<file path="config.mk">
export PLATFORM = sky130hd
export DESIGN_NAME = tick_timer
export DESIGN_NICKNAME = d
export VERILOG_FILES = /design/src/source/soc_pkg.sv /design/src/source/tick_timer.sv
export VERILOG_INCLUDE_DIRS = /design/src /design/src/source
export SDC_FILE = /design/constraint.sdc
export NUM_CORES = 1
export LEC_CHECK = 0
export BUFFER_PORTS_ARGS = -buffer_cell sky130_fd_sc_hd__buf_2
export CAP_MARGIN = 20
export CORE_MARGIN = 2
export CORE_UTILIZATION = 43
export DETAILED_ROUTE_END_ITERATION = 8
export GPL_ROUTABILITY_DRIVEN = 0
export PLACE_DENSITY = 0.76
export SYNTH_ARGS = -nofsm -noshare
export SYNTH_HDL_FRONTEND = slang
export SYNTH_SLANG_ARGS = --single-unit
</file>
<file path="constraint.sdc">
create_clock -name clk -period 2.2 [get_ports clk]
set_clock_uncertainty 0.1 [all_clocks]
set_input_delay 0.22 -clock clk [delete_from_list [all_inputs] [get_ports clk]]
set_output_delay 0.22 -clock clk [all_outputs]
set_load 0.05 [all_outputs]
</file>
<file path="src/source/soc_cfg.svh">
// IO page map and memory sizes
`ifndef SOC_CFG_SVH
`define SOC_CFG_SVH

// One-hot address bits of the IO page, addr[1:0] is byte select
`define IO_GPIO_IN_BIT   4  // R   GPIO port A inputs
`define IO_GPIO_OUT_BIT  5  // RW  GPIO port A output values
`define IO_GPIO_DIR_BIT  6  // RW  GPIO port A direction, 1 drives
`define IO_LEDS_BIT      7  // RW  Eight LEDs
`define IO_BUTTONS_BIT   11 // R   Push buttons
`define IO_ANALOG_BIT    15 // RW  Three 4-bit DACs
`define IO_TICKS_BIT     18 // RW  Timer count
`define IO_RELOAD_BIT    19 // RW  Timer reload value

// Write modifier in addr[3:2]
`define MOD_WRITE        2'd0 // +0
`define MOD_CLEAR        2'd1 // +4
`define MOD_SET          2'd2 // +8
`define MOD_TOGGLE       2'd3 // +12

// Region codes from addr[31:30]
`define REGION_RAM       2'd0 // 0x0000_0000
`define REGION_IO        2'd1 // 0x4000_0000
`define REGION_FLASH     2'd2 // 0x8000_0000, reads zero
`define REGION_SDRAM     2'd3 // 0xC000_0000, reads zero

`define RAM_WORDS        1024 // 4 KB of 32-bit words
`define GPIO_IN_W        28
`define BUTTONS_W        7

`endif

</file>
<file path="src/source/soc_pkg.sv">
// Bus and peripheral types
`include "soc_cfg.svh"

package soc_pkg;

   // Processor side of the memory bus
   typedef struct packed {
      logic [31:0] addr;  // Byte address, bits 1:0 ignored
      logic [31:0] wdata;
      logic [3:0]  wmask; // One bit per byte, nonzero means write
      logic        rd;    // Read strobe
   } bus_req_t;

   // Four address regions
   typedef enum logic [1:0] {
      region_ram   = `REGION_RAM,
      region_io    = `REGION_IO,
      region_flash = `REGION_FLASH,
      region_sdram = `REGION_SDRAM
   } region_t;

   // GPIO port A output side
   typedef struct packed {
      logic [31:0] out;
      logic [31:0] dir; // 1 is output
   } gpio_t;

   // DAC channels, left channel in the low nibble
   typedef struct packed {
      logic [3:0] v; // Bits 11:8
      logic [3:0] r; // Bits 7:4
      logic [3:0] l; // Bits 3:0
   } analog_t;

endpackage

</file>
<file path="src/source/tick_timer.sv">
// Tick timer with overflow interrupt
`include "soc_cfg.svh"

module tick_timer (
   input  logic              clk,
   input  logic              mem_rstrb,
   input  soc_pkg::bus_req_t bus_i,
   input  logic              io_sel_i,
   output logic [31:0]       ticks_o,
   output logic [31:0]       reload_o,
   output logic              irq_o
);

   logic [32:0] ticks_plus_1; // Carry out marks the wrap
   logic        io_wr;

   assign io_wr        = io_sel_i & (|bus_i.wmask);
   assign ticks_plus_1 = {1'b0, ticks_o} + 33'd1;

   always_ff @(posedge clk)
   begin
      if (mem_rstrb)
      begin
         ticks_o  <= '0;
         reload_o <= '0;
         irq_o    <= 1'b0;
      end
      else
      begin
         if (io_wr && bus_i.addr[`IO_TICKS_BIT])
         begin
            ticks_o <= bus_i.wdata; // Direct load wins over counting
         end
         else
         begin
            ticks_o <= ticks_plus_1[32] ? reload_o : ticks_plus_1[31:0];
         end
         if (io_wr && bus_i.addr[`IO_RELOAD_BIT])
         begin
            reload_o <= bus_i.wdata;
         end
         irq_o <= ticks_plus_1[32]; // One pulse per wrap
      end
   end

endmodule

</file>
After elaboration in Yosys (flattened, before gate mapping)
Index checks and enable logic that the tools add are counted.

Muxes and demuxes: 2. Reduce and logical (&&, ||, !) cells: 3. Add/subtract/negate cells: 1. Bitwise operators: 1.

Operators with widths (count): $mux 32 (2); $add 32x1->33 const B (1); $reduce_or 4->1 (1); $logic_and 1x1->1 (2); $and 1x1->1 (1).

Logic and storage cells: 10. Flip-flop bits (word level): 65. Output and inout port bits: 65. Input port bits: 72.

Depth between registers and ports, before layout
Depth in word-level cells: 4. Depth in mapped cells: 9. Depth with buffers taken out: 6.

Worst setup path after synthesis
No wires, ideal clock.

Kind: register -> register. From: register ticks_o[9]. To: register ticks_o[11]. Required time: 1.974 ns. Setup time: 0.126 ns. Period minus slack after synthesis: 2.643 ns. Buffers on the path: 4. Data arrival time: 2.418 ns. Stages on the path, launching flop included: 10. Setup slack: -0.443 ns. Cells stage by stage: dfxtp_1 clkbuf_1 inv_1 or4_1 buf_2 or3_1 buf_6 buf_6 mux2i_1 o21ai_1.

Longest elaborated chain between the ends: 3.

Ends and longest elaborated chain: from (decl) (RTL line tick_timer.sv:9) `output logic [31:0] ticks_o,`; from (signal assigned) (RTL line tick_timer.sv:32) `ticks_o <= bus_i.wdata;`; from (signal assigned) (RTL line tick_timer.sv:36) `ticks_o <= ticks_plus_1[32] ? reload_o : ticks_plus_1[31:0];`; $add 32x1->33 (RTL line tick_timer.sv:18) `assign ticks_plus_1 = {1'b0, ticks_o} + 33'd1;`; $mux 32 (RTL line tick_timer.sv:36); $mux 32 (RTL line tick_timer.sv:30) `` if (io_wr && bus_i.addr[`IO_TICKS_BIT]) ``.

No other way between the ends. A chain may end at the register's enable or synchronous reset.

Worst setup path in the final report
From: register ticks_o[3]. To: register ticks_o[25].

Same word-level chain as after synthesis.

==> impl_summary.md <==
Clock tree
The number of hold buffers added after cts is 0. The maximum buffer depth of the clock tree is 2. The H-tree was split into 3 levels. Buffers inserted during clock tree synthesis total 9. The cell chosen for the clock root is sky130_fd_sc_hd__clkbuf_8. The clock latency on the worst-skew pair is 340 ps. The CTS tree is done. After clock tree synthesis, the clock-pin slew on the worst setup and hold paths is 80 ps. Clock tree synthesis found a total of 65 sinks.

Synthesis
The async set-reset flop share out of synthesis is 0. Of the total synthesized cell area, the portion taken by XOR and XNOR cells is 0.04998. Counting every instance in the synthesized netlist gives 403. The most instantiated library cell after synthesis is sky130_fd_sc_hd__nand2_1. The number of synthesis warnings is 0. The share of the synthesized area in the top cell type is 0.4125. Synthesis instantiated 46 different standard cells from the library. The fraction of the mapped netlist area in compound gates is 0.1610. After synthesis the netlist holds a flip-flop and latch count of 65. For this run, the register share of the synthesized area comes to 0.4125.

Dividing the synthesized area by the synthesized cell count gives 7.827 um2. By area, the combinational part of the netlist is dominated by simple AND/OR/NAND/NOR gates. Ranked by total cell area, the synthesized netlist is headed by sky130_fd_sc_hd__dfxtp_1 41%, sky130_fd_sc_hd__nand2_1 12%, sky130_fd_sc_hd__a21oi_1 5.4%. After synthesis, the most frequently instantiated cells are 97 x sky130_fd_sc_hd__nand2_1, 65 x sky130_fd_sc_hd__dfxtp_1, 34 x sky130_fd_sc_hd__a21oi_1, 18 x sky130_fd_sc_hd__clkbuf_1, 18 x sky130_fd_sc_hd__nor2_1. Of the total synthesized cell area, the portion taken by AND, OR, NAND and NOR gates is 0.2991. The synthesized design spends more area on one cell type than any other, namely sky130_fd_sc_hd__dfxtp_1.

Of the total synthesized cell area, the portion taken by full adders, half adders and majority gates is 0.003967. In this run, synthesis inferred 0 flip-flops with an integrated enable. The main flop type after synthesis is sky130_fd_sc_hd__dfxtp_1. The cell area that synthesis handed to floorplanning was 3154 um2. Of the post-synthesis cell area, the part taken by muxes is 0.02856. The net count after synthesis is 476.

Timing
The number of endpoints with negative hold slack in the final report is 0. The actual slew at the worst max-slew pin is 1047 ps. Dividing the final minimum period by the clock period gives 0.9767. The achievable clock frequency is 465.4 MHz. The worst path in the final design needs a cycle of 2149 ps, including I/O delays and setup. Setup violations remaining at the end of the flow were counted as 0. Measured against its own limit, the worst slew margin works out to 0.2997. The number of slew-limit violations in the final report is 0.

Global routing
The number of antenna violations at the first check in global routing is 0. Across every metal layer, demand over resource in global routing totals 0.2404. The largest net degree at the start of global routing is 33. After global routing the overflow that remains totals 0.

The first global-routing pass estimated 14,900 um of wire. The number of global-route vias before repair was 3,104.

Critical path
The worst reg2reg path startpoint is ticks_o[3]$_SDFF_PP0_. Walking the worst path, the cells encountered are nand4_1 -> or4_2 -> buf_4 -> nor3_1 -> xnor2_1 -> o211ai_1. In this run the worst setup path terminates at ticks_o[25]$_SDFF_PP0_. The worst setup path is launched from a flop. The worst register-to-register path ends at ticks_o[25]$_SDFF_PP0_. The number of cells on the worst reg-to-reg path is 6.

For this run, the slowest stage of the critical path takes 660 ps. The launch point of the critical path is ticks_o[3]$_SDFF_PP0_. Setup slack on the worst reg-to-reg path comes out at 50 ps. STA puts the critical path data arrival time at 2270 ps.

The type of the worst setup path is reg2reg. The required time at the worst-slack endpoint is 2320 ps. The largest fanout on the critical path is 5.

The nature of the critical path endpoint is a flop. The master of the slowest instance on the critical path is sky130_fd_sc_hd__or4_2.

Power and ir drop
The internal power of the cells totals 1899 uW. For this design the static power due to leakage is 0.001748 uW. Of the total power, the clock network draws 0.345. In this run the power density over the cells is 679.4 nW/um2.

The fraction of power spent switching nets is 0.3262. The worst supply voltage drop on vdd is 0.2860 mV. The share of total power dissipated in combinational logic is 0.191. Of the total power, registers draw 0.464. Summed over all nets, the switching power comes to 919.3 uW.

Placed design
The count of buffers inserted at the top-level ports is 105. Once placement finished, the instance area stood at 3915 um2. Detailed placement finished with a half-perimeter wire length of 6848 um.

Including well taps, the total number of placed cells is 601.

Layout
The count of antenna diodes in the layout is 0. The layout overhead on the synthesized area is 31.50%. Once layout is complete, the cells apart from fillers number 620. The post-layout net count is 589. After routing the design area is 4148 um2. In the final layout, the share of cells above drive strength 1 is 0.3340.

Die
The floorplan has 31 rows. The starting utilization of the core area is 0.4396. The floorplan step set the die width to 89.65 um. The die covers 8036 um2.

The core outline area is 7176 um2. The I/O pin count is 137. The vertical die dimension is 89.65 um.

Detailed routing
The number of detailed-routing iterations run before antenna repair is 5. After the first detailed-routing iteration, the DRC count stood at 271. Once detail routing completed, the nets flagged for antenna violations numbered 0.

Wires add up to 9699 um. The routed length per instance is 15.64 um. In the routed design, unresolved DRC markers number 0.

The routed via count divided by cell count is 5.561. Across all layers, the routed design uses 3,448 vias.

Worst hold path
The startpoint of the most critical hold path is bus_i[27]. The type of the tightest min-delay check is in2reg.

Run status
The flow ran to the end, and the final reports show no timing, DRC or antenna violations.

Flow run
The max-capacitance violation count is 0.
[through the flow]
stage | utilization | hold slack [ps] | setup TNS [ps] | setup slack (ps) | total power (uW)
finish | 0.5780 | 7.541 | 0 | 51.20 | 2818
global route | 0.5780 | 2.017 | -1.875 | -1.875 | 2926
CTS | 0.5723 | 0.8887 | 0 | 59.54 | 2822
detailed placement | 0.5456 | 350.3 | 0 | 78.36 | 1865
global placement | 0.5456 | 335.3 | 0 | 116.1 | 1852
floorplan | - | 227.6 | -141.6 | -31.48 | 1695
[timing repair]
| item | in CTS | in global routing |
|---|---|---|
| resized for setup | 0 | 4 |
| setup endpoints to repair | 0 | 8 |
| hold endpoints to repair | 0 | 0 |
| buffers inserted | 0 | 2 |
[cell usage in the layout (no fill, tap or decap), types with 2 or more instances in the layout]
| cell type | synthesis | routed |
|---|---|---|
| sky130_fd_sc_hd__xor2_1 | 3 | 3 |
| sky130_fd_sc_hd__o21ai_0 | 11 | 11 |
| sky130_fd_sc_hd__nand2b_1 | 2 | 2 |
| sky130_fd_sc_hd__dfxtp_4 | 0 | 11 |
| sky130_fd_sc_hd__and3_1 | 5 | 5 |
| sky130_fd_sc_hd__nor4_1 | 3 | 2 |
| sky130_fd_sc_hd__o211ai_1 | 5 | 5 |
| sky130_fd_sc_hd__nand2_1 | 97 | 97 |
| sky130_fd_sc_hd__nand3b_1 | 7 | 7 |
| sky130_fd_sc_hd__nand4_1 | 12 | 12 |
| sky130_fd_sc_hd__dfxtp_2 | 0 | 10 |
| sky130_fd_sc_hd__nor2_1 | 18 | 18 |
| sky130_fd_sc_hd__clkinv_2 | 0 | 2 |
| sky130_fd_sc_hd__dfxtp_1 | 65 | 44 |
| sky130_fd_sc_hd__mux2i_1 | 9 | 9 |
| sky130_fd_sc_hd__a32o_1 | 2 | 2 |
| sky130_fd_sc_hd__inv_1 | 5 | 5 |
| sky130_fd_sc_hd__o21ai_1 | 11 | 11 |
| sky130_fd_sc_hd__a311oi_1 | 5 | 5 |
| sky130_fd_sc_hd__and2_1 | 7 | 7 |
| sky130_fd_sc_hd__nand3_1 | 13 | 13 |
| sky130_fd_sc_hd__nand4b_1 | 4 | 4 |
| sky130_fd_sc_hd__a211oi_1 | 4 | 4 |
| sky130_fd_sc_hd__nor3_1 | 17 | 17 |
| sky130_fd_sc_hd__buf_2 | 2 | 105 |
| sky130_fd_sc_hd__xnor2_1 | 15 | 15 |
| sky130_fd_sc_hd__clkinvlp_4 | 0 | 2 |
| sky130_fd_sc_hd__and4_1 | 3 | 3 |
| sky130_fd_sc_hd__buf_4 | 1 | 21 |
| sky130_fd_sc_hd__clkbuf_8 | 0 | 10 |
| sky130_fd_sc_hd__a21oi_1 | 34 | 34 |
| sky130_fd_sc_hd__o21a_1 | 3 | 3 |
[worst max-delay path, delay by kind of cell (launching register included)]
kind	cells	cell delay, ps
simple gates	3	1120
flops	1	370
compound gates	1	100
buf+inv	1	180
xor+xnor	1	170
[cell families after synthesis]
logic type / Yosys count
AOI/OAI and AO/OA: 83
xor gates and xnor gates: 18
adders and majority gates: 1
buffers and inverters: 32
DFF: 65
muxes: 9
and+or+nand+nor: 195
[state kept, by name (all words and copies together), names as in the netlist]
name	flops
reload_o	32
ticks_o	32
irq_o	1
[cell type report]
cell class | count | area, um2
Fill cell | 683 | 3028
Clock buffer | 12 | 166.4
Inverter | 5 | 18.77
Timing Repair Buffer | 128 | 714.4
Sequential cell | 65 | 1355
Multi-Input combinational cell | 307 | 1744
Tap cell | 99 | 123.9
Clock inverter | 4 | 25.02
[worst min path at each step]
| stage | to | slack, ps | depth (start not counted) |
|---|---|---|---|
| final | ticks_o[22]$_SDFF_PP0_ | 8 | 3 |
| after global placement | ticks_o[22]$_SDFF_PP0_ | 340 | 3 |
| after global routing | ticks_o[28]$_SDFF_PP0_ | 2 | 2 |
| after CTS | ticks_o[25]$_SDFF_PP0_ | 0.9 | 3 |
| after detailed placement | ticks_o[15]$_SDFF_PP0_ | 350 | 3 |
| after floorplan | ticks_o[3]$_SDFF_PP0_ | 230 | 2 |
[power by group through the flow]
stage	clock, uW	sequential, uW	combinational (uW)
6_report	972	1310	538
5_1_grt	1030	1320	578
4_1_cts	980	1310	534
3_5_place_dp	0	1330	531
3_3_place_gp	0	1330	523
2_1_floorplan	0	1540	157
[metal layers]
layer	wire length, um	up-vias	track usage	share of wire
met2	4745	161	0.4078	0.49
met1	4137	1616	0.3112	0.43
met4	127	0	0.04613	0.013
met3	688	18	0.06216	0.071
met5	0	-	0	0
li1	-	1653	-	-
Power figures use the tool's default switching activity.
