===== src/source/soc_cfg.svh =====
// IO page map and memory sizes
`ifndef SOC_CFG_SVH
`define SOC_CFG_SVH

// One-hot address bits of the IO page, addr[1:0] is byte select
`define IO_GPIO_IN_BIT   4  // R   GPIO port A inputs
`define IO_GPIO_OUT_BIT  5  // RW  GPIO port A output values
`define IO_GPIO_DIR_BIT  6  // RW  GPIO port A direction, 1 drives
`define IO_LEDS_BIT      7  // RW  Eight LEDs
`define IO_BUTTONS_BIT   11 // R   Push buttons
`define IO_ANALOG_BIT    15 // RW  Three 4-bit DACs
`define IO_TICKS_BIT     18 // RW  Timer count
`define IO_RELOAD_BIT    19 // RW  Timer reload value

// Write modifier in addr[3:2]
`define MOD_WRITE        2'd0 // +0
`define MOD_CLEAR        2'd1 // +4
`define MOD_SET          2'd2 // +8
`define MOD_TOGGLE       2'd3 // +12

// Region codes from addr[31:30]
`define REGION_RAM       2'd0 // 0x0000_0000
`define REGION_IO        2'd1 // 0x4000_0000
`define REGION_FLASH     2'd2 // 0x8000_0000, reads zero
`define REGION_SDRAM     2'd3 // 0xC000_0000, reads zero

`define RAM_WORDS        1024 // 4 KB of 32-bit words
`define GPIO_IN_W        28
`define BUTTONS_W        7

`endif


===== src/source/soc_pkg.sv =====
// Bus and peripheral types
`include "soc_cfg.svh"

package soc_pkg;

   // Processor side of the memory bus
   typedef struct packed {
      logic [31:0] addr;  // Byte address, bits 1:0 ignored
      logic [31:0] wdata;
      logic [3:0]  wmask; // One bit per byte, nonzero means write
      logic        rd;    // Read strobe
   } bus_req_t;

   // Four address regions
   typedef enum logic [1:0] {
      region_ram   = `REGION_RAM,
      region_io    = `REGION_IO,
      region_flash = `REGION_FLASH,
      region_sdram = `REGION_SDRAM
   } region_t;

   // GPIO port A output side
   typedef struct packed {
      logic [31:0] out;
      logic [31:0] dir; // 1 is output
   } gpio_t;

   // DAC channels, left channel in the low nibble
   typedef struct packed {
      logic [3:0] v; // Bits 11:8
      logic [3:0] r; // Bits 7:4
      logic [3:0] l; // Bits 3:0
   } analog_t;

endpackage


===== src/source/bus_decode.sv =====
// Region decode and read-data select
module bus_decode (
   input  logic              clk,
   input  logic              mem_rstrb,
   input  soc_pkg::bus_req_t bus_i,
   input  logic [31:0]       ram_rdata_i,
   input  logic [31:0]       io_rdata_i,
   output logic              ram_sel_o,
   output logic              io_sel_o,
   output logic [31:0]       rdata_o
);
   import soc_pkg::*;

   region_t region;      // Region of the current cycle
   region_t rd_region_q; // Region of the last read

   assign region = region_t'(bus_i.addr[31:30]);

   // Selects go straight to the slaves
   assign ram_sel_o = (region == region_ram);
   assign io_sel_o  = (region == region_io);

   // Remember where the read went, so the data stays put until the next read
   always_ff @(posedge clk)
   begin
      if (mem_rstrb)
      begin
         rd_region_q <= region_ram;
      end
      else if (bus_i.rd)
      begin
         rd_region_q <= region;
      end
   end

   // Slaves already hold their registered data
   always_comb
   begin
      case (rd_region_q)
         region_ram:
         begin
            rdata_o = ram_rdata_i;
         end
         region_io:
         begin
            rdata_o = io_rdata_i;
         end
         default:
         begin
            rdata_o = '0; // Flash and SDRAM not fitted
         end
      endcase
   end

endmodule


===== config.mk =====
export PLATFORM = sky130hd
export DESIGN_NAME = bus_decode
export DESIGN_NICKNAME = d
export VERILOG_FILES = /design/src/source/soc_pkg.sv /design/src/source/bus_decode.sv
export VERILOG_INCLUDE_DIRS = /design/src /design/src/source
export SDC_FILE = /design/constraint.sdc
export NUM_CORES = 1
export LEC_CHECK = 0
export ABC_AREA = 1
export BUFFER_PORTS_ARGS = -buffer_cell sky130_fd_sc_hd__buf_4
export CORE_AREA = 2 2 65 67
export CTS_CLUSTER_DIAMETER = 30
export DETAILED_ROUTE_END_ITERATION = 10
export DIE_AREA = 0 0 67 69
export HOLD_SLACK_MARGIN = 0.15
export PLACE_DENSITY = 0.68
export SKIP_CTS_REPAIR_TIMING = 1
export SYNTH_ARGS = -nofsm -noshare
export SYNTH_HDL_FRONTEND = slang
export SYNTH_SLANG_ARGS = --single-unit

===== constraint.sdc =====
create_clock -name clk -period 1.7 [get_ports clk]
set_input_delay 0.255 -clock clk [delete_from_list [all_inputs] [get_ports clk]]
set_output_delay 0.255 -clock clk [all_outputs]
set_load 0.05 [all_outputs]

# --- After elaboration in Yosys (flattened, before gate mapping) ---
# Cells that the tools add are included.
classes:
  reduce_logical: 2
  eq_ne: 2
  mux: 1
op_table:
  columns: ["operator", "n"]
  rows:
  - ["case mux 32 bit (2 select lines)", 1]
  - ["== test 2 x 1 -> 1 bit (second input constant)", 2]
  - ["zero test 2 bit", 2]
word_totals:
  register_bits: 2

# --- Logic depth before layout (Yosys ltp) ---
# Gate-level depths: netlist of run 1.
depth:
  word_depth: 2
  ltp_mapped: 5
  ltp_nobuf: 4

# --- Worst setup path before layout of run 1 ---
# OpenSTA, ideal clock, no wires.
synth_timing:
  kind: "register to output"
  start: "reg rd_region_q[0]"
  end: "out rdata_o[0]"
  path_buffers: 2
  setup_slack_ps: 350
  arrival_time_ps: 1095
  stages_incl_launch_ff: 6
  cell_sequence: "dfxtp_1 buf_4 nor2_4 buf_4 nand2_1 nand2_1"
synth_via:
  elab_chain_cells: 2
  word_cells_on_any_way: 3
  classes_between: "eq/ne: 1; mux: 1; reduce/logical: 1"
synth_lines:
  columns: ["item", "line_no", "rtl"]
  rows:
  - ["from (decl)", "bus_decode.sv:15", "region_t rd_region_q;"]
  - ["from (signal assigned)", "bus_decode.sv:28", "rd_region_q <= region_ram;"]
  - ["from (signal assigned)", "bus_decode.sv:32", "rd_region_q <= region;"]
  - ["== test 2 x 1 -> 1 bit / zero test 2 bit (equally long branches)", "bus_decode.sv:39", "case (rd_region_q)"]
  - ["case mux 32 bit (2 select lines) (*)", "bus_decode.sv:39", null]
  - ["to (decl)", "bus_decode.sv:10", "output logic [31:0] rdata_o"]
# Every way passes the cells marked *; elsewhere a longest branch is shown, timed or not.

# --- Worst setup path after layout of run 1 ---
layout_timing:
  start: "reg rd_region_q[1]"
  end: "out rdata_o[9]"
# Same word-level chain as after synthesis.

==> metrics, run 1 <==
synthesized instance count 123; fraction of final layout cells sized beyond drive strength 1 64.1%; GPL Wtd Cong 0.676; crit path cell chain inv_2 > buf_4 > nand3_2 > nand2_1 > buf_4; synthesized net count 258; Buf+Inv Stages, Crit Path 3; WP data required 1.44 ns; antenna diode instance count 0; classification of the worst setup path reg2out; Setup Viol. Count Final 0; average wire length per cell after detail routing 10.3 um; FILL cells 419; antenna violations before repair 0; Top reg by flops rd_region_q; NumNets Final 360; half-perimeter wire length after detailed placement 2.21 mm; Max IR drop VDD 0.000363 V; setup repair after global routing missed its margin no; stage delay of the slowest cell on the critical path 0.34 ns; portion of the post-synthesis area used by sequential elements 5.41%; mapped cell area 741 sq um; synthesized flop and latch total 2; initial core utilization 18.9%; number of distinct library cells after synthesis 11; Layout Area Growth over Synthesis 113%; cts bufs inserted 3; commonest cells after routing, fill and taps aside buf_4 (106), nand2_1 (68), nand3_2 (30); critical path peak fanout 18; Core Util, Final 40.2%; Placeable Area 3910 sq um; initial detailed-routing violation count 26; fraction of power spent switching nets 52.2%; number of flip-flops under the largest register name 2; clock latency on the worst-skew pair 0.21 ns; commonest non-fill, non-tap cell in the layout buf_4; Top Registers rd_region_q: 2 flops; tightest slew margin relative to the limit 81.7%; Worst Tran Pin Value 0.275 ns; area of the die 4620 sq um; count of port buffers added during placement 102; H-tree lvl count 1; Sink Count 2; maximum number of pins on one net before global-route repair 33; fin crit period 1.51 ns; number of global-route vias before repair 1078; net switching component of the power 513 uW; num ports 169; maximum clock insertion buffer count 2; Cell Pwr Density 623 nW/um^2; TritonCTS clock tree built; hold crit path type in2reg; post-layout worst setup margin 0.189 ns; Critical Path Slowest Stage Cell dfxtp_1; Vert. Die Dim 69 um; mean post-synth cell area 6.02 sq um; Total Negative Setup Slacks 0 ns; data arrival at the endpoint of the critical path 1.26 ns; minimum setup slack after placement 0.400 ns; final WL 2.82 mm; kind of cell adding the most delay to the critical path buffers and inverters; total number of vias 1129; clock tree root buffer cell clkbuf_8; Internal 469 uW; dpl cells 270; antenna viol nets, final 0; sequential power share 5.6%; Remaining DRCs 0; GR Overflow Total 0; category of the worst setup path launch point flip-flop; clock transition at the registers of the reported paths 0.03 ns; outcome finished clean; combinational share of power 75.2%; Fmax 0.662 GHz; Final Hold Vio Count 0; Finished Layout Cells 273; fin. max-slew vios 0; number of synthesis warnings 0; Critical Path Sink Type output pin; count of TritonRoute iterations in the first routing pass 4; max-cap check violation count 0; period utilization 88.9%; global-route wire length before repair 4.40 mm; cell row count 23; leakage power figure 0.000902 uW; Total Routing Usage GR 11.6%; DR vias/cell 4.14; fraction of power consumed by the clock network 19.2%; cell with the most instances on the worst path buf_4; die outline width 67 um; final worst clock skew 0 ns
[cell type report]
| class | instances | area [sq um] | share of cell area (%) |
|---|---|---|---|
| sequential | 2 | 41.3 | 2.62 |
| timing repair buffer | 107 | 816 | 51.8 |
| tap | 50 | 62.6 | 3.97 |
| clock buffer | 3 | 41.3 | 2.62 |
| multi-input combinational | 107 | 599 | 38.0 |
| inverter | 4 | 15.0 | 0.953 |
[layer usage]
layer / vias to the layer above / global-route usage, % / share of wire [%]
met5: - / 0 / 0
met1: 460 / 12.6 / 38
li1: 588 / - / -
met4: 0 / 2.72 / 0
met2: 81 / 19.8 / 42
met3: 0 / 5.38 / 19
[power by group through the flow]
stage	registers, uW	logic (uW)	clock network [uW]
2_1_floorplan	53.5	469	0
3_3_place_gp	56.1	740	0
3_5_place_dp	56.0	744	0
4_1_cts	55.4	746	195
5_1_grt	55.9	786	201
6_report	55.3	738	188
[stage by stage]
step	area (sq um)	total power (uW)	hold WS, ns
after floorplan	741	523	0.384
after global placement	1530	796	0.502
after detailed placement	1530	800	0.506
after CTS	1580	996	0.282
after global routing	1580	1040	0.317
final	1580	982	0.285
[synthesized netlist by cell type]
master	instances	area share, %
inv_1	3	1.5
dfxtp_1	2	5.4
buf_6	3	4.6
clkbuf_4	3	3.0
nand2_1	68	34
nand3_2	30	41
inv_2	1	0.51
nor2_4	1	1.5
nand3_1	2	1.4
buf_4	4	4.1
nor2_1	6	3.0
[worst paths after layout]
path / cells past startpoint / startpoint / end / slack [ns]
worst max-delay path: 5 / rd_region_q[1] / rdata_o[9] / 0.19
worst min-delay path: 4 / mem_rstrb / rd_region_q[0] / 0.29
worst max register to register: 3 / rd_region_q[0] / rd_region_q[0] / 0.83
worst min register to register: 2 / rd_region_q[1] / rd_region_q[1] / 0.53
[cell families (layout without fill, tap and decap cells)]
group	Yosys count	after routing	share of synthesized area, %
AND/OR/NAND/NOR	107	107	80.9
buffers and inverters	14	114	13.7
flip-flops	2	2	5.41
[tightest hold or removal path, delay by kind of cell]
family	cells	cell delay [ns]
buffers and inverters	2	0.10
AND/OR/NAND/NOR	2	0.09
Note: power is estimated with default switching activity, not from simulation.
==> run 2, diff against run 1 <==
--- a/config.mk
+++ b/config.mk
@@ -13,8 +13,10 @@
 export DETAILED_ROUTE_END_ITERATION = 10
 export DIE_AREA = 0 0 67 69
 export HOLD_SLACK_MARGIN = 0.15
+export MAX_ROUTING_LAYER = met4
 export PLACE_DENSITY = 0.68
 export SKIP_CTS_REPAIR_TIMING = 1
 export SYNTH_ARGS = -nofsm -noshare
 export SYNTH_HDL_FRONTEND = slang
 export SYNTH_SLANG_ARGS = --single-unit
+export TNS_END_PERCENT = 20
==> run 2 against run 1 <==
  * Global-route usage is 0.24 points higher
  * Power hardly changed
  * Final cell count stayed put
  * Highest routed layer unchanged
  * Critical path type unchanged
  * Utilization stayed put
==> metrics, run 2 (synthesized netlist as in run 1, its figures left out) <==
initial core utilization 18.9%; classification of the worst setup path reg2out; Top Registers rd_region_q: 2 flops; total number of vias 1129; sequential power share 5.6%; Placeable Area 3910 sq um; number of flip-flops under the largest register name 2; antenna viol nets, final 0; maximum number of pins on one net before global-route repair 33; die outline width 67 um; footprint of the multi-input gates 599 sq um; leakage power figure 0.000902 uW; FILL cells 419; Fmax 0.662 GHz; Top reg by flops rd_region_q; area of the die 4620 sq um; outcome finished clean; combinational share of power 75.2%; count of TritonRoute iterations in the first routing pass 5; setup repair after global routing missed its margin no; average wire length per cell after detail routing 10.3 um; WP data required 1.44 ns; final worst clock skew 0 ns; global-route wire length before repair 4.37 mm; max-cap check violation count 0; H-tree lvl count 1; critical path peak fanout 18; maximum clock insertion buffer count 2; Total Routing Usage GR 11.8%; DR vias/cell 4.14; period utilization 88.9%; Final Hold Vio Count 0; data arrival at the endpoint of the critical path 1.26 ns; clock transition at the registers of the reported paths 0.03 ns; Total Negative Setup Slacks 0 ns; fraction of final layout cells sized beyond drive strength 1 64.1%; Cell Pwr Density 623 nW/um^2; fin crit period 1.51 ns; Layout Area Growth over Synthesis 113%; GR Overflow Total 0; commonest non-fill, non-tap cell in the layout buf_4; half-perimeter wire length after detailed placement 2.21 mm; antenna diode instance count 0; TritonCTS clock tree built; commonest cells after routing, fill and taps aside buf_4 (106), nand2_1 (68), nand3_2 (30); GPL Wtd Cong 0.683; clock latency on the worst-skew pair 0.21 ns; Cells on Worst Hold Path 4; cell row count 23; num ports 169; category of the worst setup path launch point flip-flop; cts bufs inserted 3; Internal 469 uW; Worst Tran Pin Value 0.275 ns; number of global-route vias before repair 1082; Finished Cell Area 1580 sq um; final WL 2.81 mm; Remaining DRCs 0; net switching component of the power 513 uW; fraction of power consumed by the clock network 19.2%; hold crit path type in2reg; NumNets Final 360; Setup Viol. Count Final 0; fin. max-slew vios 0; Sequential Area 41.3 sq um; tightest slew margin relative to the limit 81.7%; Critical Path Sink Type output pin; Sink Count 2; clock tree root buffer cell clkbuf_8; fraction of power spent switching nets 52.2%; antenna violations before repair 0; Vert. Die Dim 69 um; placed cell area 1530 sq um; Max IR drop VDD 0.000363 V; initial detailed-routing violation count 29; count of port buffers added during placement 102; depth of the most critical reg-to-reg path 3
## run 2: final timing paths
path	endpoint	startpoint	slack [ns]
max	rdata_o[9]	rd_region_q[1]	0.19
min	rd_region_q[0]	mem_rstrb	0.29
max reg2reg	rd_region_q[0]	rd_region_q[0]	0.83
min reg2reg	rd_region_q[1]	rd_region_q[1]	0.53
## run 2: final cells by class
type | count | share of cell area [%]
Inverter | 4 | 0.953
Sequential cell | 2 | 2.62
Clock buffer | 3 | 2.62
Timing Repair Buffer | 107 | 51.8
Multi-Input combinational cell | 107 | 38.0
Tap cell | 50 | 3.97
## run 2: power by group through the flow
stage          registers (uW)  logic, uW  clock network, uW
6_report                 55.3        738                188
3_5_place_dp             56.0        744                  0
3_3_place_gp             56.1        740                  0
2_1_floorplan            53.5        469                  0
5_1_grt                  55.9        785                201
4_1_cts                  55.4        746                195
## run 2: per-stage QoR
stage / total power [uW] / hold slack [ns] / instances / worst slack [ns] / util [%]
floorplan: 523 / 0.384 / 123 / 0.350 / -
global placement: 796 / 0.502 / 270 / 0.392 / 39.2
detailed placement: 800 / 0.506 / 270 / 0.400 / 39.2
CTS: 996 / 0.282 / 273 / 0.167 / 40.2
global route: 1040 / 0.317 / 273 / 0.0939 / 40.2
finish: 982 / 0.285 / 273 / 0.189 / 40.2
## run 2: per-layer routing
layer	up-vias	wire length (um)	part of all wire [%]	GRT usage [%]
met5	-	0	0	-
met4	0	0	0	2.95
met3	0	536	19	4.89
met2	83	1200	42	19.7
met1	458	1080	38	12.7
li1	588	-	-	-
## run 2: critical path, stage by stage (launching register included)
cell     delay [ns]
dfxtp_1        0.34
inv_2          0.07
buf_4          0.27
nand3_2        0.08
nand2_1        0.08
buf_4          0.20
