### src/source/soc_cfg.svh
// IO page map and memory sizes
`ifndef SOC_CFG_SVH
`define SOC_CFG_SVH

// One-hot address bits of the IO page, addr[1:0] is byte select
`define IO_GPIO_IN_BIT   4  // R   GPIO port A inputs
`define IO_GPIO_OUT_BIT  5  // RW  GPIO port A output values
`define IO_GPIO_DIR_BIT  6  // RW  GPIO port A direction, 1 drives
`define IO_LEDS_BIT      7  // RW  Eight LEDs
`define IO_BUTTONS_BIT   11 // R   Push buttons
`define IO_ANALOG_BIT    15 // RW  Three 4-bit DACs
`define IO_TICKS_BIT     18 // RW  Timer count
`define IO_RELOAD_BIT    19 // RW  Timer reload value

// Write modifier in addr[3:2]
`define MOD_WRITE        2'd0 // +0
`define MOD_CLEAR        2'd1 // +4
`define MOD_SET          2'd2 // +8
`define MOD_TOGGLE       2'd3 // +12

// Region codes from addr[31:30]
`define REGION_RAM       2'd0 // 0x0000_0000
`define REGION_IO        2'd1 // 0x4000_0000
`define REGION_FLASH     2'd2 // 0x8000_0000, reads zero
`define REGION_SDRAM     2'd3 // 0xC000_0000, reads zero

`define RAM_WORDS        1024 // 4 KB of 32-bit words
`define GPIO_IN_W        28
`define BUTTONS_W        7

`endif

### src/source/soc_pkg.sv
// Bus and peripheral types
`include "soc_cfg.svh"

package soc_pkg;

   // Processor side of the memory bus
   typedef struct packed {
      logic [31:0] addr;  // Byte address, bits 1:0 ignored
      logic [31:0] wdata;
      logic [3:0]  wmask; // One bit per byte, nonzero means write
      logic        rd;    // Read strobe
   } bus_req_t;

   // Four address regions
   typedef enum logic [1:0] {
      region_ram   = `REGION_RAM,
      region_io    = `REGION_IO,
      region_flash = `REGION_FLASH,
      region_sdram = `REGION_SDRAM
   } region_t;

   // GPIO port A output side
   typedef struct packed {
      logic [31:0] out;
      logic [31:0] dir; // 1 is output
   } gpio_t;

   // DAC channels, left channel in the low nibble
   typedef struct packed {
      logic [3:0] v; // Bits 11:8
      logic [3:0] r; // Bits 7:4
      logic [3:0] l; // Bits 3:0
   } analog_t;

endpackage

### src/source/io_regs.sv
// IO page registers
// GPIO, LEDs, buttons, DAC and timer readback
`include "soc_cfg.svh"

module io_regs (
   input  logic                  clk,
   input  logic                  mem_rstrb,
   input  soc_pkg::bus_req_t     bus_i,
   input  logic                  io_sel_i,
   input  logic [`GPIO_IN_W-1:0] gpio_in_i,
   input  logic [`BUTTONS_W-1:0] buttons_i,
   input  logic [31:0]           ticks_i,
   input  logic [31:0]           reload_i,
   output soc_pkg::gpio_t        gpio_o,
   output logic [7:0]            led_o,
   output soc_pkg::analog_t      analog_o,
   output logic [31:0]           rdata_o
);
   import soc_pkg::*;

   logic [31:0] io_rdata; // OR of every addressed register
   logic [31:0] io_mod;   // Write data after modifier
   logic [1:0]  mod_code;
   logic        io_wr;
   logic        io_rd;

   assign mod_code = bus_i.addr[3:2];
   assign io_wr    = io_sel_i & (|bus_i.wmask);
   assign io_rd    = io_sel_i & bus_i.rd;

   // One-hot addressing, several bits may be set at once
   always_comb
   begin
      io_rdata = '0;
      if (bus_i.addr[`IO_GPIO_IN_BIT])
      begin
         io_rdata = io_rdata | {{(32-`GPIO_IN_W){1'b0}}, gpio_in_i};
      end
      if (bus_i.addr[`IO_GPIO_OUT_BIT])
      begin
         io_rdata = io_rdata | gpio_o.out;
      end
      if (bus_i.addr[`IO_GPIO_DIR_BIT])
      begin
         io_rdata = io_rdata | gpio_o.dir;
      end
      if (bus_i.addr[`IO_LEDS_BIT])
      begin
         io_rdata = io_rdata | {24'd0, led_o};
      end
      if (bus_i.addr[`IO_BUTTONS_BIT])
      begin
         io_rdata = io_rdata | {{(32-`BUTTONS_W){1'b0}}, buttons_i};
      end
      if (bus_i.addr[`IO_ANALOG_BIT])
      begin
         io_rdata = io_rdata | {20'd0, analog_o};
      end
      if (bus_i.addr[`IO_TICKS_BIT])
      begin
         io_rdata = io_rdata | ticks_i;
      end
      if (bus_i.addr[`IO_RELOAD_BIT])
      begin
         io_rdata = io_rdata | reload_i;
      end
   end

   // Read-modify-write on the current contents
   always_comb
   begin
      case (mod_code)
         `MOD_WRITE:  io_mod = bus_i.wdata;
         `MOD_CLEAR:  io_mod = io_rdata & ~bus_i.wdata;
         `MOD_SET:    io_mod = io_rdata | bus_i.wdata;
         `MOD_TOGGLE: io_mod = io_rdata ^ bus_i.wdata;
         default:     io_mod = bus_i.wdata;
      endcase
   end

   always_ff @(posedge clk)
   begin
      if (mem_rstrb)
      begin
         gpio_o   <= '0;
         led_o    <= '0;
         analog_o <= '0;
         rdata_o  <= '0;
      end
      else
      begin
         // GPIO port A, byte lanes under wmask
         for (int b = 0; b < 4; b++)
         begin
            if (io_sel_i && bus_i.wmask[b] && bus_i.addr[`IO_GPIO_OUT_BIT])
            begin
               gpio_o.out[8*b +: 8] <= io_mod[8*b +: 8];
            end
            if (io_sel_i && bus_i.wmask[b] && bus_i.addr[`IO_GPIO_DIR_BIT])
            begin
               gpio_o.dir[8*b +: 8] <= io_mod[8*b +: 8];
            end
         end
         if (io_wr && bus_i.addr[`IO_LEDS_BIT])
         begin
            led_o <= io_mod[7:0]; // Whole register on any mask
         end
         if (io_wr && bus_i.addr[`IO_ANALOG_BIT])
         begin
            analog_o <= analog_t'(io_mod[11:0]);
         end
         // Capture at the strobe, bus picks it up next cycle
         if (io_rd)
         begin
            rdata_o <= io_rdata;
         end
      end
   end

endmodule

### config.mk
export PLATFORM = sky130hd
export DESIGN_NAME = io_regs
export DESIGN_NICKNAME = d
export VERILOG_FILES = /design/src/source/soc_pkg.sv /design/src/source/io_regs.sv
export VERILOG_INCLUDE_DIRS = /design/src /design/src/source
export SDC_FILE = /design/constraint.sdc
export NUM_CORES = 1
export LEC_CHECK = 0
export BUFFER_PORTS_ARGS = -buffer_cell sky130_fd_sc_hd__buf_2
export CORE_UTILIZATION = 35
export CTS_BUF_LIST = sky130_fd_sc_hd__clkbuf_4
export DETAILED_ROUTE_END_ITERATION = 10
export GPL_TIMING_DRIVEN = 0
export PLACE_DENSITY = 0.57
export SYNTH_ARGS = -nofsm -noshare
export SYNTH_HDL_FRONTEND = slang
export SYNTH_SLANG_ARGS = --single-unit
### constraint.sdc
create_clock -name clk -period 6.4 [get_ports clk]
set_input_delay 1.28 -clock clk [delete_from_list [all_inputs] [get_ports clk]]
set_output_delay 1.28 -clock clk [all_outputs]
set_load 0.1 [all_outputs]
### Yosys cells after proc, flatten, opt, wreduce, memory -nomap -nowiden

Index checks and enable logic that the tools add are counted.

* flip-flop bits (word level): 116
* output and inout port bits: 116
* input bits: 171

* reductions and logical operators: 16
* mux-type cells: 9
* bitwise logic cells: 13
* equal/unequal tests: 3

Operators with widths (count)
* $mux 32: 7
* $or 32x32->32: 4
* $pmux 32 s4: 1
* $and 32x32->32: 1
* $not 32->32: 1
* $or 28x32->32: 1
* $or 32x12->32: 1
* $or 32x7->32: 1
* $or 32x8->32: 1
* $xor 32x32->32: 1
* $mux 28: 1
* $logic_and 1x1->1: 14
* $eq 2x2->1 const B: 2
* $reduce_or 4->1: 1
* $and 1x1->1: 2
* $eq 2x1->1 const B: 1
* $logic_not 2->1: 1

### Depth between registers and ports, before layout

Gate-level depths: netlist of the first run.

* depth in word-level cells: 17
* depth in mapped cells: 9
* mapped depth without buffers: 7

### Least setup slack after synthesis of the first run

No wires, ideal clock.

* path kind: input port to flip-flop
* from: input bus_i[41] (netlist name)
* to: register led_o[1]
* stages on the path: 8
* library setup time: 77 ps
* arrival: 3033 ps
* path buffers: 2
* path slack: 3289 ps
* data required time: 6323 ps
* cells stage by stage: buf_2 -> buf_1 -> a22oi_1 -> and3_1 -> ha_1 -> inv_1 -> mux4_2 -> o22ai_1

* longest elaborated chain between the ends: 17

RTL lines
* start, declared: line io_regs.sv:8 `input soc_pkg::bus_req_t bus_i,`
* $mux 28 (*): line io_regs.sv:35 `` if (bus_i.addr[`IO_GPIO_IN_BIT]) ``
* $or 28x32->32: line io_regs.sv:41 `io_rdata = io_rdata | gpio_o.out;`
* $mux 32 (*): line io_regs.sv:39 `` if (bus_i.addr[`IO_GPIO_OUT_BIT]) ``
* $or 32x32->32: line io_regs.sv:45 `io_rdata = io_rdata | gpio_o.dir;`
* $mux 32 (*): line io_regs.sv:43 `` if (bus_i.addr[`IO_GPIO_DIR_BIT]) ``
* $or 32x8->32: line io_regs.sv:49 `io_rdata = io_rdata | {24'd0, led_o};`
* $mux 32 (*): line io_regs.sv:47 `` if (bus_i.addr[`IO_LEDS_BIT]) ``
* $or 32x7->32: line io_regs.sv:53 `` io_rdata = io_rdata | {{(32-`BUTTONS_W){1'b0}}, buttons_i}; ``
* $mux 32 (*): line io_regs.sv:51 `` if (bus_i.addr[`IO_BUTTONS_BIT]) ``
* $or 32x12->32: line io_regs.sv:57 `io_rdata = io_rdata | {20'd0, analog_o};`
* $mux 32 (*): line io_regs.sv:55 `` if (bus_i.addr[`IO_ANALOG_BIT]) ``
* $or 32x32->32: line io_regs.sv:61 `io_rdata = io_rdata | ticks_i;`
* $mux 32 (*): line io_regs.sv:59 `` if (bus_i.addr[`IO_TICKS_BIT]) ``
* $or 32x32->32: line io_regs.sv:65 `io_rdata = io_rdata | reload_i;`
* $mux 32 (*): line io_regs.sv:63 `` if (bus_i.addr[`IO_RELOAD_BIT]) ``
* $xor 32x32->32, or another cell as far along: line io_regs.sv:76 `` `MOD_TOGGLE: io_mod = io_rdata ^ bus_i.wdata; ``
* $pmux 32 s4 (*): line io_regs.sv:72 `case (mod_code)`
* end signal, assigned: line io_regs.sv:106 `led_o <= io_mod[7:0];`
* end, declared: line io_regs.sv:15 `output logic [7:0] led_o,`

Every way passes the cells marked *; elsewhere a longest branch is shown, timed or not.
A chain may end at the register's enable or synchronous reset.

### Worst setup path in the final report of the first run

* from: input bus_i[41] (netlist name)
* to: register analog_o[6] (netlist name)

* longest elaborated chain between the ends: 17

RTL lines
* $mux 28 (*): line io_regs.sv:35
* $or 28x32->32: line io_regs.sv:41
* $mux 32 (*): line io_regs.sv:39
* $or 32x32->32: line io_regs.sv:45
* $mux 32 (*): line io_regs.sv:43
* $or 32x8->32: line io_regs.sv:49
* $mux 32 (*): line io_regs.sv:47
* $or 32x7->32: line io_regs.sv:53
* $mux 32 (*): line io_regs.sv:51
* $or 32x12->32: line io_regs.sv:57
* $mux 32 (*): line io_regs.sv:55
* $or 32x32->32: line io_regs.sv:61
* $mux 32 (*): line io_regs.sv:59
* $or 32x32->32: line io_regs.sv:65
* $mux 32 (*): line io_regs.sv:63
* $xor 32x32->32, or another cell as far along: line io_regs.sv:76
* $pmux 32 s4 (*): line io_regs.sv:72
* end signal, assigned: line io_regs.sv:110 `analog_o <= analog_t'(io_mod[11:0]);`
* end, declared: line io_regs.sv:16 `output soc_pkg::analog_t analog_o,`

Marked as above.

==> metrics.txt, run 1 <==
outcome finished clean; EDFF count, synth 0; Setup CP Type input pin to register; core footprint ~19000 µm²; final worst slack 3170 ps; post-CTS setup buffers 0; area grow syn2layout 28.7%; Num CTS Buffers 17; register area share after synthesis 33.9%; vias in the first global route approximately 6400; Worst slew margin between 30 and 40%; final hold violations 0; Nets between 1000 and 1500; number of port buffers 257; Total GRT Usage around a quarter; Critical Path RT a little under 7000 ps; Fin Clk Skew approximately 11 ps; Clock Tree Buf Depth 2; Detailed Place HPWL about 20000 µm; fill count 1930; Pwr Density between 200 and 250 nW/µm²; via count ~7000; setup_tns 0 ps; cell chosen for the clock root clkbuf_4; Worst EP arrival ~3700 ps; num rows 50; layout cells sized above 1 approximately a third; H-tree levels 4; PostCTS Resize Cnt 0; fin crit share 50.5%; Final Util 46.6%; initial DRC count 507; DRT Pass-1 Iters 7; Mapped Cells about 770; post-synth top area share between 30% and 40%; Synth Register Bits ~120; largest net degree at the start of global routing 17; Clock transition at path regs around 110 ps; Period minus WS final 3230 ps; CP startpoint bus_i[41]; Ports approximately 290; Multi-input gate area between 3000 and 4000 µm²; cell with the most instances after synthesis inv_1; RSZ-0062 raised after global routing no; Net Count, Synth approximately 1000; Syn. warnings 0; total congestion overflow 0; clk_lat worst skew ~550 ps; Hold EP gpio_o[31]$_SDFFE_PP0P_; maximum VDD drop between 100 and 150 µV; vias per cell 5.27; Final Setup Violations 0; RR Startpoint gpio_o[33]$_SDFFE_PP0P_; Worst Hold Class register to register; worst slack at placement about 2600 ps; MaxCap Viol Count 0; slew at the pin with the worst max-slew slack slightly above 900 ps; Initial Utilization between 30% and 40%; ranking of synthesized cells by area dfxtp_1, ha_1, mux4_2, inv_1, nand3_1; highest clock rate slightly above 300 MHz; first-pass GRT wire length between 30000 and 40000 µm; cell taking the most area after synthesis dfxtp_1; Syn Area/Cell approximately 8.9 µm²; antenna violations before repair 1; CTS tree yes; ys flop type dfxtp_1; total wire length about 27000 µm; DRT antenna net count 0; Hold Path Depth 2; Die Y between 100 and 150 µm; critical path capture point type register; routability cong. between 0.8 and 0.9; Max Slew Vio Count 0; DRC errors left 0; WL per Instance about 20 µm; Worst Hold Launch gpio_o[31]$_SDFFE_PP0P_; Unique masters post-synth 30; Die X ~140 µm; R2R setup slack roughly 4200 ps; clk sinks roughly 120; CTS Hold Bufs 0; Pleak between 4 and 5 nW; die area slightly above 20000 µm²; Post-synth top cells inv_1, dfxtp_1, nand3_1; r2r endpoint led_o[1]$_SDFFE_PP0P_; Startpoint Class input pin; critical path peak fanout 10; Register-to-Register Path Depth 7; Post-Syn Area ~6900 µm²; Register Area 2320 µm²; ys async rst share 0%
==> flip-flops by register name, indices dropped and copies added (netlist names) <==
signal and cells:
gpio_o 64, rdata_o 32, analog_o 12, led_o 8
==> through the flow <==
step	power (mW)	hold WS [ps]	instances	instance area, µm²
3_5_place_dp	1.53	466	1290	8470
5_1_grt	2.29	506	1322	8820
6_report	2.19	482	1323	8820
4_1_cts	2.20	482	1320	8820
2_1_floorplan	1.34	906	773	6860
3_3_place_gp	1.53	463	1290	8470
==> power breakdown <==
group          internal, mW  total, mW  switching, mW
Sequential            0.763      0.796         0.0328
Combinational         0.188      0.722          0.534
Clock                 0.384      0.676          0.292
==> cells in the final DEF, fill, tap and decap left out <==
cell type and instances:
and3_1 23, nand2_1 52, clkinv_1 1, a22o_1 6, nand3_1 70, a21oi_1 26, inv_1 127, dfxtp_1 116
buf_2 269, bufinv_16 6, buf_4 5, buf_1 3, a222oi_1 17, o21ai_0 32, o22ai_1 16, buf_6 8
nand2b_1 8, clkinv_2 4, clkbuf_1 22, a41oi_1 2, ha_1 64, and2_1 3, mux4_2 32, o22ai_2 4
a221oi_1 6, o41a_1 1, a22oi_1 38, o21ai_1 60, clkbuf_4 18, nand3_2 6, buf_12 1, diode_2 3
clkinvlp_4 1, a211oi_1 4, and4_1 5, nor2_1 4
==> worst max-delay path by stage <==
stage	end	depth (start not counted)
2_1_floorplan	led_o[1]$_SDFFE_PP0P_	8
3_5_place_dp	analog_o[6]$_SDFFE_PP0P_	8
4_1_cts	analog_o[6]$_SDFFE_PP0P_	8
6_report	analog_o[6]$_SDFFE_PP0P_	8
3_3_place_gp	analog_o[6]$_SDFFE_PP0P_	8
5_1_grt	analog_o[6]$_SDFFE_PP0P_	8
==> routing by layer <==
metal | GRT usage [%] | part of all wire [%] | up-vias
li1 | - | - | 3327
met1 | 36.2 | 45 | 3305
met2 | 42.8 | 46 | 302
met3 | 5.62 | 7.6 | 36
met4 | 7.81 | 1.9 | 0
met5 | 0 | 0 | -
==> logic make-up after synthesis <==
| family | count (synthesis) | synth area share (%) |
|---|---|---|
| flops | 116 | 33.9 |
| buf+inv | 178 | 11.3 |
| fa+ha+maj | 64 | 11.7 |
| compound gates | 212 | 19.8 |
| simple gates | 171 | 12.8 |
| mux | 32 | 10.5 |
==> cell type report <==
| type | instances | share of cell area (%) |
|---|---|---|
| Multi-Input combinational cell | 479 | 42.6 |
| Clock buffer | 18 | 1.53 |
| Antenna cell | 3 | 0.0851 |
| Sequential cell | 116 | 26.3 |
| Buffer | 51 | 3.42 |
| Timing Repair Buffer | 257 | 14.6 |
| Tap cell | 260 | 3.69 |
| Clock inverter | 12 | 2.40 |
| Inverter | 127 | 5.40 |
==> critical path, stage by stage <==
cell and delay (ps):
buf_2 260, buf_1 670, a22oi_1 190, and4_1 260
ha_1 290, inv_1 40, mux4_2 540, o22ai_1 180
(Power assumes the default switching activity.)
==> run 2: changes to the inputs <==
--- a/config.mk
+++ b/config.mk
@@ -11,7 +11,7 @@
 export CTS_BUF_LIST = sky130_fd_sc_hd__clkbuf_4
 export DETAILED_ROUTE_END_ITERATION = 10
 export GPL_TIMING_DRIVEN = 0
-export PLACE_DENSITY = 0.57
+export PLACE_DENSITY = 0.6
 export SYNTH_ARGS = -nofsm -noshare
 export SYNTH_HDL_FRONTEND = slang
 export SYNTH_SLANG_ARGS = --single-unit
==> constraint.sdc (replaced) <==
create_clock -name clk -period 2.66 [get_ports clk]
set_input_delay 0.532 -clock clk [delete_from_list [all_inputs] [get_ports clk]]
set_output_delay 0.532 -clock clk [all_outputs]
set_load 0.1 [all_outputs]
==> run 2 against run 1 <==
Effect of this change:
- clock power rose to 2.6 times the previous value
- total power rose by 150%
- clock skew rose by 13 ps
- critical path depth did not move
- sequential share of layout area fell by 0.13 points
- via count rose by 1.5%
- clock-buffer cell count fell by 1
- register-to-register slack got worse by 3700 ps
- flip-flop and latch count did not move
- first-iteration DRC count rose by 3.6%
- routed wire length fell by 1.6%
- utilization rose by 0.23 points
- critical path type unchanged
- largest cell class unchanged
- largest power group unchanged
==> metrics.txt, run 2 (synthesis results as in run 1) <==
sequential power share between 30 and 40%; Final Setup Violations 0; Hold Path Depth 2; R2R setup slack between 400 and 500 ps; antenna violations before repair 5; Fin Clk Skew roughly 23 ps; Ports roughly 290; r2r endpoint led_o[1]$_SDFFE_PP0P_; first-pass GRT wire length between 30000 and 40000 µm; Biggest register gpio_o; Register-to-Register Path Depth 7; largest delay contributor family on the critical path buffers and inverters; vias in the first global route 6611; final hold violations 0; Critical Path RT approximately 3100 ps; crit-path cells buf_2 -> clkbuf_1 -> a22oi_1 -> and4_1 -> ha_1 -> inv_1 -> mux4_2 -> o22ai_1; RR Startpoint gpio_o[33]$_SDFFE_PP0P_; WL per Instance 20.0 µm; Die Y approximately 140 µm; vias per cell 5.34; Comb pwr share between 30% and 40%; critical path capture point type register; routability cong. 0.880; total wire length 26500 µm; Buf/Inv on CP 3; max reg flops 64; Setup CP Type input pin to register; internal power 3.31 mW; most common cell after layout, fill and taps aside buf_2; Die X roughly 140 µm; DRC errors left 0; Register Area around 2300 µm²; DRT antenna net count 0; core footprint about 19000 µm²; Max Slew Vio Count 0; RSZ-0062 raised after global routing no; Hold EP rdata_o[29]$_SDFFE_PP0P_; sw frac between 30% and 40%; share of power burned in the clock network 32.4%; num rows 50; Total GRT Usage approximately a quarter; switching power 2.09 mW; Largest regs gpio_o (64), rdata_o (32), analog_o (12); Worst slew margin between 30% and 40%; final worst slack ~150 ps; total power ~5.4 mW; layout cells sized above 1 33.3%; clk sinks ~120; total congestion overflow 0; outcome finished clean; Nets roughly 1300; Final Util 46.8%; cell chosen for the clock root clkbuf_4; Fin Hold WS 212 ps; final cell count without fillers between 1000 and 1500; Num CTS Buffers 17; Worst Hold Launch mem_rstrb; Period minus WS final 2510 ps; post-CTS setup buffers 0; Startpoint Class input pin; initial DRC count about 530; slew at the pin with the worst max-slew slack about 900 ps; highest clock rate ~400 MHz; Clock transition at path regs around 110 ps; clk_lat worst skew around 560 ps; Multi-input gate area 3760 µm²; worst slack at placement -375 ps; MaxCap Viol Count 0; largest net degree at the start of global routing 17; placed cell count around 1300; fin crit share 94.5%; fill count just under 2000; critical path peak fanout 10; die area ~20000 µm²; maximum VDD drop between 200 and 250 µV; Worst Hold Class input pin to register; area grow syn2layout 29.3%; DRT Pass-1 Iters 7; max incr delay on CP 710 ps; Pleak around 4.4 nW; Worst EP arrival around 3000 ps; via count around 7100; CTS Hold Bufs 0; H-tree levels 4; Initial Utilization 36.2%; number of port buffers ~260; Detailed Place HPWL between 20000 and 25000 µm; most frequent cells in the layout buf_2, inv_1, dfxtp_1, nand3_1, ha_1; CTS tree yes; Pwr Density between 600 and 700 nW/µm²; Slowest cell on crit path clkbuf_1; Clock Tree Buf Depth 2; PostCTS Resize Cnt 0
[run 2: cell count changes in the layout (fill, tap and decap cells not counted)]
cell / before / now
clkbuf_4: 18 / 17
clkinv_4: 0 / 3
diode_2: 3 / 4
clkinv_1: 1 / 3
clkinv_2: 4 / 1
bufinv_16: 6 / 7
[run 2: area by class of cell]
cell class	count	area share, %
antenna	4	0.113
buffer	51	3.40
clock buffer	17	1.44
clock inverter	15	2.93
inverter	127	5.38
multi-input combinational	479	42.4
sequential	116	26.2
tap	260	3.67
timing repair buffer	257	14.5
[run 2: power by group through the flow]
stage | combinational [mW] | clock, mW | sequential (mW)
2_1_floorplan | 0.584 | 0 | 2.65
6_report | 1.73 | 1.75 | 1.92
3_3_place_gp | 1.70 | 0 | 1.95
3_5_place_dp | 1.73 | 0 | 1.95
4_1_cts | 1.73 | 1.76 | 1.91
5_1_grt | 1.85 | 1.84 | 1.93
[run 2: how the worst max path moves through the flow]
stage | startpoint | end | slack, ps | depth (start not counted)
floorplan | gpio_o[33]$_SDFFE_PP0P_ | led_o[1]$_SDFFE_PP0P_ | 160 | 7
global placement | bus_i[41] | led_o[1]$_SDFFE_PP0P_ | -350 | 8
detailed placement | bus_i[41] | gpio_o[5]$_SDFFE_PP0P_ | -380 | 8
CTS | bus_i[41] | led_o[5]$_SDFFE_PP0P_ | 210 | 8
global route | bus_i[41] | led_o[1]$_SDFFE_PP0P_ | 140 | 8
finish | bus_i[55] | analog_o[4]$_SDFFE_PP0P_ | 150 | 8
[run 2: routing by layer]
| metal | global-route usage, % | share of wire (%) | vias up |
|---|---|---|---|
| met1 | 34.3 | 43 | 3413 |
| met5 | 0 | 0.030 | - |
| met4 | 7.70 | 1.5 | 2 |
| met3 | 5.35 | 7.6 | 25 |
| met2 | 43.7 | 47 | 308 |
| li1 | - | - | 3327 |
[run 2: worst register-to-register path: cells and delay by family, from the launching register on]
| family | cells | cell delay (ps) |
|---|---|---|
| buffers and inverters | 1 | 30 |
| adder cells (fa/ha/maj) | 1 | 120 |
| multiplexers | 1 | 530 |
| flip-flops | 1 | 350 |
| AO/OA/AOI/OAI | 3 | 830 |
| AND/OR/NAND/NOR | 1 | 240 |
[run 2: per-stage QoR]
step | TNS (ps) | cell area (µm²)
detailed placement | -17070 | 8470
floorplan | 0 | 6860
CTS | 0 | 8860
global route | 0 | 8860
finish | 0 | 8870
global placement | -15110 | 8470
